<file path="src/design/mbxPkg.sv">
// Shared word, source, data-code and diagnostic-phase types for the MB control core
`default_nettype none

package mbxPkg;

  ////////////////////////////////////////////////////////////////////////////
  // Memory buffer geometry
  ////////////////////////////////////////////////////////////////////////////

  // Four words, addressed by two bits
  localparam int MB_WORDS = 4;

  // One bit per MB word, bit n for word n
  typedef logic [MB_WORDS-1:0] wordMaskT;

  // Number of an MB word
  typedef logic [1:0] wordIndexT;

  ////////////////////////////////////////////////////////////////////////////
  // MB input source and stored data code
  ////////////////////////////////////////////////////////////////////////////

  // Encoded as the MB IN SEL 4/2/1 lines
  typedef enum logic [2:0] {
    SRC_CACHE = 3'b000,
    SRC_AR    = 3'b010,
    SRC_CHAN  = 3'b011,
    SRC_MEM   = 3'b100,
    SRC_CCW   = 3'b110
  } mbSourceT;

  // Who last wrote a word into the buffer
  typedef enum logic [1:0] {
    CODE_NONE = 2'd0,
    CODE_MEM  = 2'd1,
    CODE_EBOX = 2'd2,
    CODE_CHAN = 2'd3
  } mbDataCodeT;

  ////////////////////////////////////////////////////////////////////////////
  // SBUS diagnostic cycle
  ////////////////////////////////////////////////////////////////////////////

  localparam int DIAG_PHASES = 4;

  // Phase 0 to 3 of the diagnostic SBUS cycle
  typedef logic [1:0] diagPhaseT;

endpackage

`default_nettype wire

</file>
<file path="src/design/mbWordRequests.sv">
// Pending-word register with lowest-word priority select and select hold, used by mbControl
`default_nettype none
`timescale 1ns/1ns

module mbWordRequests (
  input  wire logic             clk,
  input  wire logic             reset,
  input  wire logic             loadRequests,
  input  wire mbxPkg::wordMaskT needMask,
  input  wire logic             clearSelected,
  output mbxPkg::wordIndexT     mbSel,
  output logic                  anyRequest,
  output logic                  mbSelHold,
  output mbxPkg::wordMaskT      pending
);

  import mbxPkg::*;

  wordMaskT  clearMask;
  wordMaskT  loadMask;
  wordIndexT prioSel;
  wordIndexT heldSel;
  logic      holdFf;

  ////////////////////////////////////////////////////////////////////////////
  // Pending-word register
  ////////////////////////////////////////////////////////////////////////////

  // Bit of the selected word while a clear is in progress
  always_comb begin
    clearMask = '0;
    if (clearSelected) begin
      clearMask = wordMaskT'(1) << mbSel;
    end
  end

  assign loadMask = loadRequests ? needMask : '0;

  // Clear goes first, so a word cleared and reloaded on one edge stays pending
  always_ff @(posedge clk) begin
    if (reset) begin
      pending <= '0;
    end else begin
      pending <= (pending & ~clearMask) | loadMask;
    end
  end

  ////////////////////////////////////////////////////////////////////////////
  // Priority select and hold
  ////////////////////////////////////////////////////////////////////////////

  // Lowest-numbered pending word wins and an idle register gives word 0
  always_comb begin
    prioSel = '0;
    for (int i = MB_WORDS - 1; i >= 0; i--) begin
      if (pending[i]) begin
        prioSel = wordIndexT'(i);
      end
    end
  end

  assign anyRequest = |pending;

  // Drops during the clear cycle so the next word can be picked afterwards
  assign mbSelHold = anyRequest & ~clearSelected;

  always_ff @(posedge clk) begin
    if (reset) begin
      holdFf <= 1'b0;
    end else begin
      holdFf <= mbSelHold;
    end
  end

  // Tracks the word on the select lines until the hold flop freezes it
  always_ff @(posedge clk) begin
    heldSel <= mbSel;
  end

  // A newly loaded lower word waits until the held one is cleared
  assign mbSel = holdFf ? heldSel : prioSel;

endmodule

`default_nettype wire

</file>
<file path="src/design/mbWordStatus.sv">
// Per-word parity and data-code store with readout at the selected MB word, used by mbControl
`default_nettype none
`timescale 1ns/1ns

module mbWordStatus (
  input  wire logic              clk,
  input  wire logic              reset,
  input  wire logic              storeWord,
  input  wire logic              parIn,
  input  wire mbxPkg::mbSourceT  source,
  input  wire mbxPkg::wordIndexT mbSel,
  output logic                   mbPar,
  output mbxPkg::mbDataCodeT     mbDataCode
);

  import mbxPkg::*;

  logic       parBits [MB_WORDS];
  mbDataCodeT codes   [MB_WORDS];
  mbDataCodeT codeIn;

  // Unused source encodings store no code
  function automatic mbDataCodeT toDataCode(input mbSourceT src);
    mbDataCodeT code;
    case (src)
      SRC_MEM:  code = CODE_MEM;
      SRC_CACHE,
      SRC_AR:   code = CODE_EBOX;
      SRC_CHAN,
      SRC_CCW:  code = CODE_CHAN;
      default:  code = CODE_NONE;
    endcase
    return code;
  endfunction

  assign codeIn = toDataCode(source);

  ////////////////////////////////////////////////////////////////////////////
  // Storage
  ////////////////////////////////////////////////////////////////////////////

  // Data codes start out empty
  always_ff @(posedge clk) begin
    if (reset) begin
      for (int i = 0; i < MB_WORDS; i++) begin
        codes[i] <= CODE_NONE;
      end
    end else if (storeWord) begin
      codes[mbSel] <= codeIn;
    end
  end

  // Parity travels with the word data
  always_ff @(posedge clk) begin
    if (storeWord) begin
      parBits[mbSel] <= parIn;
    end
  end

  ////////////////////////////////////////////////////////////////////////////
  // Readout
  ////////////////////////////////////////////////////////////////////////////

  // Four-way read mux on the select lines
  always_comb begin
    mbPar      = parBits[mbSel];
    mbDataCode = codes[mbSel];
  end

endmodule

`default_nettype wire

</file>
<file path="src/design/cacheToMbSequencer.sv">
// T1 to T4 cache-to-MB writeback sequencer paced by the memory phase pulse, used by mbControl
`default_nettype none
`timescale 1ns/1ns

module cacheToMbSequencer (
  input  wire logic clk,
  input  wire logic reset,
  input  wire logic writebackStart,
  input  wire logic anyRequest,
  input  wire logic phaseChangeComing,
  output logic      cacheToMbBusy,
  output logic      cacheToMbDone,
  output logic      memWrRq
);

  // State encodings
  localparam logic [2:0] IDLE = 3'd0;
  localparam logic [2:0] T1   = 3'd1;
  localparam logic [2:0] T2   = 3'd2;
  localparam logic [2:0] T3   = 3'd3;
  localparam logic [2:0] T4   = 3'd4;

  logic [2:0] state;
  logic [2:0] stateNext;

  ////////////////////////////////////////////////////////////////////////////
  // Next state
  ////////////////////////////////////////////////////////////////////////////

  always_comb begin
    stateNext = state;
    case (state)
      IDLE: begin
        if (writebackStart) begin
          stateNext = T1;
        end
      end
      // Another word to move or the writeback is finished
      T1: begin
        if (anyRequest) begin
          stateNext = T2;
        end else begin
          stateNext = IDLE;
        end
      end
      // Wait here for the memory phase change
      T2: begin
        if (phaseChangeComing) begin
          stateNext = T3;
        end
      end
      T3: begin
        stateNext = T4;
      end
      // Word goes to memory and the loop returns for the next one
      T4: begin
        stateNext = T1;
      end
      default: begin
        stateNext = IDLE;
      end
    endcase
  end

  always_ff @(posedge clk) begin
    if (reset) begin
      state <= IDLE;
    end else begin
      state <= stateNext;
    end
  end

  ////////////////////////////////////////////////////////////////////////////
  // Outputs
  ////////////////////////////////////////////////////////////////////////////

  assign cacheToMbBusy = (state != IDLE);

  // One T1 cycle with nothing left in the buffer
  assign cacheToMbDone = (state == T1) & ~anyRequest;

  // Also clears the selected word at the top level
  assign memWrRq = (state == T4);

endmodule

`default_nettype wire

</file>
<file path="src/design/sbusDiagCounter.sv">
// Four-phase SBUS diagnostic cycle counter with its memory strobes, used by mbControl
`default_nettype none
`timescale 1ns/1ns

module sbusDiagCounter (
  input  wire logic         clk,
  input  wire logic         reset,
  input  wire logic         sbusDiagStart,
  input  wire logic         aChangeComing,
  output logic              sbusDiagCyc,
  output mbxPkg::diagPhaseT diagPhase,
  output logic              memDiag,
  output logic              memDataToMem,
  output logic              diagDone
);

  import mbxPkg::*;

  localparam diagPhaseT LAST_PHASE = diagPhaseT'(DIAG_PHASES - 1);

  logic      active;
  diagPhaseT phase;

  // A-change in the last phase closes the cycle
  assign diagDone = active & aChangeComing & (phase == LAST_PHASE);

  ////////////////////////////////////////////////////////////////////////////
  // Active flag and phase counter
  ////////////////////////////////////////////////////////////////////////////

  always_ff @(posedge clk) begin
    if (reset) begin
      active <= 1'b0;
      phase  <= '0;
    end else if (!active) begin
      // Start is only taken between cycles
      if (sbusDiagStart) begin
        active <= 1'b1;
        phase  <= '0;
      end
    end else if (aChangeComing) begin
      if (diagDone) begin
        active <= 1'b0;
        phase  <= '0;
      end else begin
        phase <= phase + diagPhaseT'(1);
      end
    end
  end

  ////////////////////////////////////////////////////////////////////////////
  // Phase decode
  ////////////////////////////////////////////////////////////////////////////

  assign sbusDiagCyc = active;
  assign diagPhase   = phase;

  // Diagnostic function goes out in phase 0
  assign memDiag = active & (phase == '0);

  // Data drives toward memory in phases 0 and 1
  assign memDataToMem = active & ~phase[1];

endmodule

`default_nettype wire

</file>
<file path="src/design/mbControl.sv">
// Top level of the MB control core, wiring request, status, sequencer and diagnostic blocks
`default_nettype none
`timescale 1ns/1ns

module mbControl (
  input  wire logic              clk,
  input  wire logic              reset,

  // Word requests
  input  wire logic              loadRequests,
  input  wire mbxPkg::wordMaskT  needMask,
  input  wire logic              wordDone,
  output mbxPkg::wordIndexT      mbSel,
  output logic                   anyRequest,
  output logic                   mbSelHold,
  output mbxPkg::wordMaskT       pendingWords,

  // Word status
  input  wire logic              storeWord,
  input  wire logic              parIn,
  input  wire mbxPkg::mbSourceT  source,
  output logic                   mbPar,
  output mbxPkg::mbDataCodeT     mbDataCode,

  // Cache to MB writeback
  input  wire logic              writebackStart,
  input  wire logic              phaseChangeComing,
  output logic                   cacheToMbBusy,
  output logic                   cacheToMbDone,
  output logic                   memWrRq,

  // SBUS diagnostic cycle
  input  wire logic              sbusDiagStart,
  input  wire logic              aChangeComing,
  output logic                   sbusDiagCyc,
  output mbxPkg::diagPhaseT      diagPhase,
  output logic                   memDiag,
  output logic                   memDataToMem,
  output logic                   diagDone
);

  logic clearSelected;

  ////////////////////////////////////////////////////////////////////////////
  // Word clear merge
  ////////////////////////////////////////////////////////////////////////////

  // Either an outside word completion or the sequencer's T4 step
  assign clearSelected = wordDone | memWrRq;

  ////////////////////////////////////////////////////////////////////////////
  // Blocks
  ////////////////////////////////////////////////////////////////////////////

  mbWordRequests u_wordRequests (
    .clk           (clk),
    .reset         (reset),
    .loadRequests  (loadRequests),
    .needMask      (needMask),
    .clearSelected (clearSelected),
    .mbSel         (mbSel),
    .anyRequest    (anyRequest),
    .mbSelHold     (mbSelHold),
    .pending       (pendingWords)
  );

  // Status is written and read at the same selected word
  mbWordStatus u_wordStatus (
    .clk        (clk),
    .reset      (reset),
    .storeWord  (storeWord),
    .parIn      (parIn),
    .source     (source),
    .mbSel      (mbSel),
    .mbPar      (mbPar),
    .mbDataCode (mbDataCode)
  );

  cacheToMbSequencer u_sequencer (
    .clk               (clk),
    .reset             (reset),
    .writebackStart    (writebackStart),
    .anyRequest        (anyRequest),
    .phaseChangeComing (phaseChangeComing),
    .cacheToMbBusy     (cacheToMbBusy),
    .cacheToMbDone     (cacheToMbDone),
    .memWrRq           (memWrRq)
  );

  sbusDiagCounter u_diagCounter (
    .clk           (clk),
    .reset         (reset),
    .sbusDiagStart (sbusDiagStart),
    .aChangeComing (aChangeComing),
    .sbusDiagCyc   (sbusDiagCyc),
    .diagPhase     (diagPhase),
    .memDiag       (memDiag),
    .memDataToMem  (memDataToMem),
    .diagDone      (diagDone)
  );

endmodule

`default_nettype wire

</file>
<file path="config.mk">
export PLATFORM = sky130hd
export DESIGN_NAME = mbControl
export DESIGN_NICKNAME = d
export VERILOG_FILES = /design/src/design/mbxPkg.sv /design/src/design/mbWordRequests.sv /design/src/design/mbWordStatus.sv /design/src/design/cacheToMbSequencer.sv /design/src/design/sbusDiagCounter.sv /design/src/design/mbControl.sv
export SDC_FILE = /design/constraint.sdc
export NUM_CORES = 1
export LEC_CHECK = 0
export BUFFER_PORTS_ARGS = -buffer_cell sky130_fd_sc_hd__buf_2
export CAP_MARGIN = 20
export CORE_MARGIN = 3
export CORE_UTILIZATION = 42
export CTS_CLUSTER_SIZE = 20
export DETAILED_ROUTE_END_ITERATION = 7
export PLACE_DENSITY = 0.69
export REMOVE_ABC_BUFFERS = 1
export SLEW_MARGIN = 20
export SYNTH_ARGS = -nofsm -noshare
export SYNTH_HDL_FRONTEND = slang
export SYNTH_SLANG_ARGS = --single-unit
</file>
<file path="constraint.sdc">
create_clock -name clk -period 1.55 [get_ports clk]
set_clock_uncertainty 0.05 [all_clocks]
set_input_delay 0.2325 -clock clk [delete_from_list [all_inputs] [get_ports clk]]
set_output_delay 0.2325 -clock clk [all_outputs]
set_load 0.1 [all_outputs]
</file>
---- Yosys cells after proc, flatten, opt, wreduce, memory -nomap -nowiden ----
Memory sizes are Yosys's and may differ from the RTL's.
Index checks and enable logic that the tools add are counted.
storage, ports and cells
  flip-flop bits (word level) ............. 13
  bits in writable memories ............... 12
  bits of input ports ..................... 17
  output and inout port bits .............. 20
  word-level logic and storage cells ...... 75
  memories kept ........................... 2
memory list
  memory                words  bits a word  rd ports  clocked after Yosys merged registers in  wr ports  line                RTL
  u_wordStatus.codes    4      2            1         0                                        4         mbWordStatus.sv:19  mbDataCodeT codes [MB_WORDS];
  u_wordStatus.parBits  4      1            1         0                                        1         mbWordStatus.sv:18  logic parBits [MB_WORDS];
cells by class
  add/sub/neg operators ................... 1
  equality and inequality tests ........... 12
  shift operators ......................... 1
  muxes and demuxes ....................... 29
  bitwise logic cells ..................... 13
  reductions and logical operators ........ 11
operator list
  cell                                                                count
  2-bit 2-to-1 mux                                                    12
  3-bit one-hot mux with 5 select lines                               1
  3-bit by 2-bit == test with 1-bit output (second input constant)    4
  1-bit 2-to-1 mux                                                    11
  3-bit == test (second input constant)                               3
  4-bit 2-to-1 mux                                                    2
  1-bit AND                                                           6
  3-bit logical NOT                                                   2
  3-bit 2-to-1 mux                                                    2
  2-bit inequality test (second input constant)                       3
  2-bit one-hot mux with 3 select lines                               1
  2-bit OR reduction                                                  3
  4-bit AND                                                           1
  4-bit NOT                                                           1
  4-bit bitwise OR                                                    1
  2-bit AND reduction                                                 2
  4-bit OR reduction                                                  1
  1-bit by 2-bit left shift with 4-bit output (first input constant)  1
  3-bit by 1-bit == test with 1-bit output (second input constant)    1
  1-bit NOT                                                           3
  3-bit nonzero test                                                  1
  2-bit by 1-bit adder with 2-bit output (second input constant)      1
  2-bit == test (second input constant)                               1
  2-bit logical NOT                                                   1
  2 further kinds                                                     2

---- Depth between registers and ports, before layout ----
  depth in word-level cells ............... 10
  gate-level depth with buffers ........... 7

---- By module ----
From an unflattened synthesis, not the netlist that was laid out.
unflattened totals
  cell total of the unflattened synthesis .. 110
  area total of the unflattened synthesis .. 1257.5 µm²
modules (own cells, without submodules)
  module              instances  cells an instance  area an instance (µm²)  seq. area each (µm²)
  mbWordStatus        1          42                 624.3                   360.3
  mbWordRequests      1          36                 317.8                   140.1
  sbusDiagCounter     1          17                 168.9                   60.1
  cacheToMbSequencer  1          14                 140.1                   60.1
  mbControl           1          1                  6.3                     0.0

---- Worst setup path before layout ----
OpenSTA, ideal clock, no wires.
  kind .................................... register to output
  start ................................... register u_wordRequests.pending[3]
  end ..................................... output port mbDataCode[0]
  arrival ................................. 3.519 ns
  required time ........................... 1.267 ns
  setup slack ............................. -2.252 ns
  cell stages (with the launch flop) ...... 7
  path buffers ............................ 2
  cells stage by stage .................... dfxtp_1 a21oi_1 o31a_1 buf_4 inv_4 buf_6 mux2i_1
on the way
  word-level cells in the longest chain between the ends .. 6
ends and longest elaborated chain
  what                            line                  RTL
  from (decl)                     mbWordRequests.sv:14  output mbxPkg::wordMaskT pending
  from (signal assigned)          mbWordRequests.sv:44  pending <= (pending & ~clearMask) | loadMask;
  2-bit 2-to-1 mux (4 in series)  mbWordRequests.sv:56  if (pending[i]) begin
  2-bit 2-to-1 mux                mbWordRequests.sv:81  assign mbSel = holdFf ? heldSel : prioSel;
  via mbSel[0]                    mbControl.sv:13       output mbxPkg::wordIndexT mbSel,
  memory read 4 x 2 bit           --
  to (decl)                       mbControl.sv:23       output mbxPkg::mbDataCodeT mbDataCode,
The timed path passes the listed nets, and every way through them passes these cells.

---- Worst setup path in the final report ----
  start ................................... register u_wordRequests.holdFf
  end ..................................... output port mbDataCode[1]
on the way
  word-level cells in the longest chain between the ends .. 2
ends and longest elaborated chain
  what                    line                  RTL
  from (decl)             mbWordRequests.sv:23  logic holdFf;
  from (signal assigned)  mbWordRequests.sv:71  holdFf <= mbSelHold;
  2-bit 2-to-1 mux        mbWordRequests.sv:81
  memory read 4 x 2 bit   --
Every way passes these cells.

==> metrics.cfg <==
[sta]
drv_slew = 0
slew_headroom = 0.6345
fin_ws_ns = -0.6161
hold_violations = 0
grt_setup_unrepaired = yes
worst_pin_slew_ns = 0.5426
fin_crit_sh = 1.397
setup_viol = 32
period_needed_ns = 2.166
max_freq_mhz = 461.7
tns_ns = -9.590
whs_ns = 0.08124

[route]
drc = 0
postRouteAntennaNets = 0
wirelength_um = 4800
drtIter0Drc = 148
via_per_inst = 5.777
wl_per_cell_um = 18.75
vias = 1479
firstDrtPassIters = 5

[global_route]
grt_pass1_wl_um = 7272
grt_pass1_vias = 1532
grtUsageTotal = 0.2263
grt_antenna_before_repair = 0
grt_max_degree = 16
gr-total-overflow = 0

[logic_synthesis]
async_flop_share = 0
synth_area_sq_um = 1404
synth_seq_cells = 25
syn_avg_cell_area_sq_um = 9.615
synth_edf_count = 12
yosysMostFrequentCell = dfxtp_1
synth_cell_types = 43
synth.yosys.seq_area_share = 0.4421
synth_flop_cell = dfxtp_1
synth_area_leaders = edfxtp_1 (26%), dfxtp_1 (19%), a221oi_1 (3.7%), mux2i_1 (3.6%), a21oi_1 (3.2%)
synth_top_area_share = 0.2567
synth_commonest_cells = dfxtp_1 (13), edfxtp_1 (12), nand2_1 (11), nor2_1 (11), a21oi_1 (9)
yosysTopAreaCell = edfxtp_1
ys.warnings.count = 0
syn_inst = 146

[placement]
port_buffers = 36
dp.cells = 238
gp_congestion = 0.7911
post-place-ws_ns = -0.2410
dp_hpwl_um = 2699

[floorplan]
num_rows = 20
die_w_um = 63.82
dieArea_sq_um = 4072
floorplan.initialDensity = 0.4488
die_h_um = 63.82
core-area_sq_um = 3128
pin_count = 37

[pwr]
p_per_area_nw_per_um2 = 1037
leakage_uw = 0.0009514
ir_worst_vdd_mv = 0.5830

[layout]
n_fill_cell = 196
layout-drive-gt1-share = 0.5802
final_nets = 232
num_antenna_cells = 0
stdcell_count = 256
syn_to_final_growth_pct = 70.94
post-route-util = 0.7672

[critical_path]
crit_family = flip-flops
r2r_slack_ns = -0.41
cp_slowest_cell = dfxtp_1
crit_chain = buf_4 -> nand2_1 -> o21ai_0 -> a221oi_4 -> mux2i_2 -> buf_12
cp.arrival_ns = 1.88
cp-start-kind = flop
timing.rr.start = u_wordRequests.pending[2]
path_max_fanout = 12
end_kind = output port
critPathKind = reg2out
startpoint = u_wordRequests.holdFf
cp.required_ns = 1.27
slowest_delay_ns = 0.44
crit_buf_inv = 2

[status]
status = finished, violations left
violations = setup timing

[clocking]
clk_latency_ns = 0.32
cts_buffer_depth = 2
clock-sinks = 25
htreeDepth = 1
clk_pin_slew_ns = 0.14
cts_inserted_buffers = 3
cts-root-buf = clkbuf_4
cts_tree = built
holdBufCountCts = 0

[min_path]
hold_path_startpoint = parIn
min_path_type = in2reg

[run]
maxCapViolations = 0

## layout make-up
cell class | count | area [sq um] | area share
sequential | 25 | 641.9 | 0.2675
multi-input combinational | 102 | 903.4 | 0.3764
tap | 44 | 55.05 | 0.02294
timing repair buffer | 72 | 732.0 | 0.3050
clock buffer | 3 | 22.52 | 0.009385
inverter | 9 | 38.79 | 0.01616
clock inverter | 1 | 6.256 | 0.002607
## worst paths after layout
path              cells after the start                        to
hold / removal                        1   u_wordStatus.parBits[1]
hold reg to reg                       1      u_sequencer.state[0]
setup reg to reg                      8  u_wordStatus.codes[2][1]
setup / recovery                      6             mbDataCode[1]
## what timing repair did
| action | 4_1_cts | 5_1_grt |
|---|---|---|
| setup buffers | 8 | 6 |
| cloned | 1 | 0 |
| setup endpoints to repair | 36 | 37 |
| gates resized for setup | 48 | 24 |
| pin swaps | 11 | 4 |
## where the power goes
group	leakage (uW)	switching [uW]	internal (uW)	total, uW
clock network	0.0000183	203	101	303
registers	0.000232	60.8	746	807
logic	0.000701	821	557	1380
total	0.000951	1080	1400	2490
## layout by cell type, fill, tap and decap left out, types with 3 or more instances in the layout
cell type and instances:
buf_4 29, buf_2 17, buf_12 16, edfxtp_1 12, nand2_1 10, nor2_1 10, a21oi_1 9, buf_6 7
nand3_1 6, o21ai_0 6, a221oi_4 5, nor3_1 5, clkbuf_4 5, dfxtp_2 5, inv_1 4, and3_1 4
dfxtp_4 4, dfxtp_1 4, inv_2 3, inv_4 3, nand2b_1 3
## through the flow
| stage | total power, uW | cell area (sq um) |
|---|---|---|
| floorplan | 1454 | 1338 |
| detailed placement | 1867 | 1948 |
| finish | 2488 | 2400 |
| global placement | 1850 | 1948 |
| CTS | 2316 | 2223 |
| global route | 2577 | 2400 |
## kinds of logic after synthesis
| kind of cell | count (synthesis) | synth area share |
|---|---|---|
| simple gates | 59 | 0.2299 |
| flops | 25 | 0.4421 |
| mux | 5 | 0.03565 |
| compound gates | 36 | 0.1997 |
| buf+inv | 19 | 0.07485 |
| fa+ha+maj | 2 | 0.01782 |
## per-layer routing
metal  GRT usage  routed length [um]  vias up
met5           0                   0        -
met4      0.1078                 192        0
met3     0.03163                 296       18
met2      0.4090                2506       76
met1      0.2589                1805      707
li1            -                   -      678
## sequential cells by signal (all words and copies together), names as in the netlist
signal and flops:
u_wordRequests.heldSel 2, u_sequencer.state 3, u_wordRequests.holdFf 1, u_wordRequests.pending 4, u_wordStatus.parBits 4, u_diagCounter.diagPhase 2
u_wordStatus.codes 8, u_diagCounter.sbusDiagCyc 1
No activity file was read; power rests on OpenSTA's default activity.
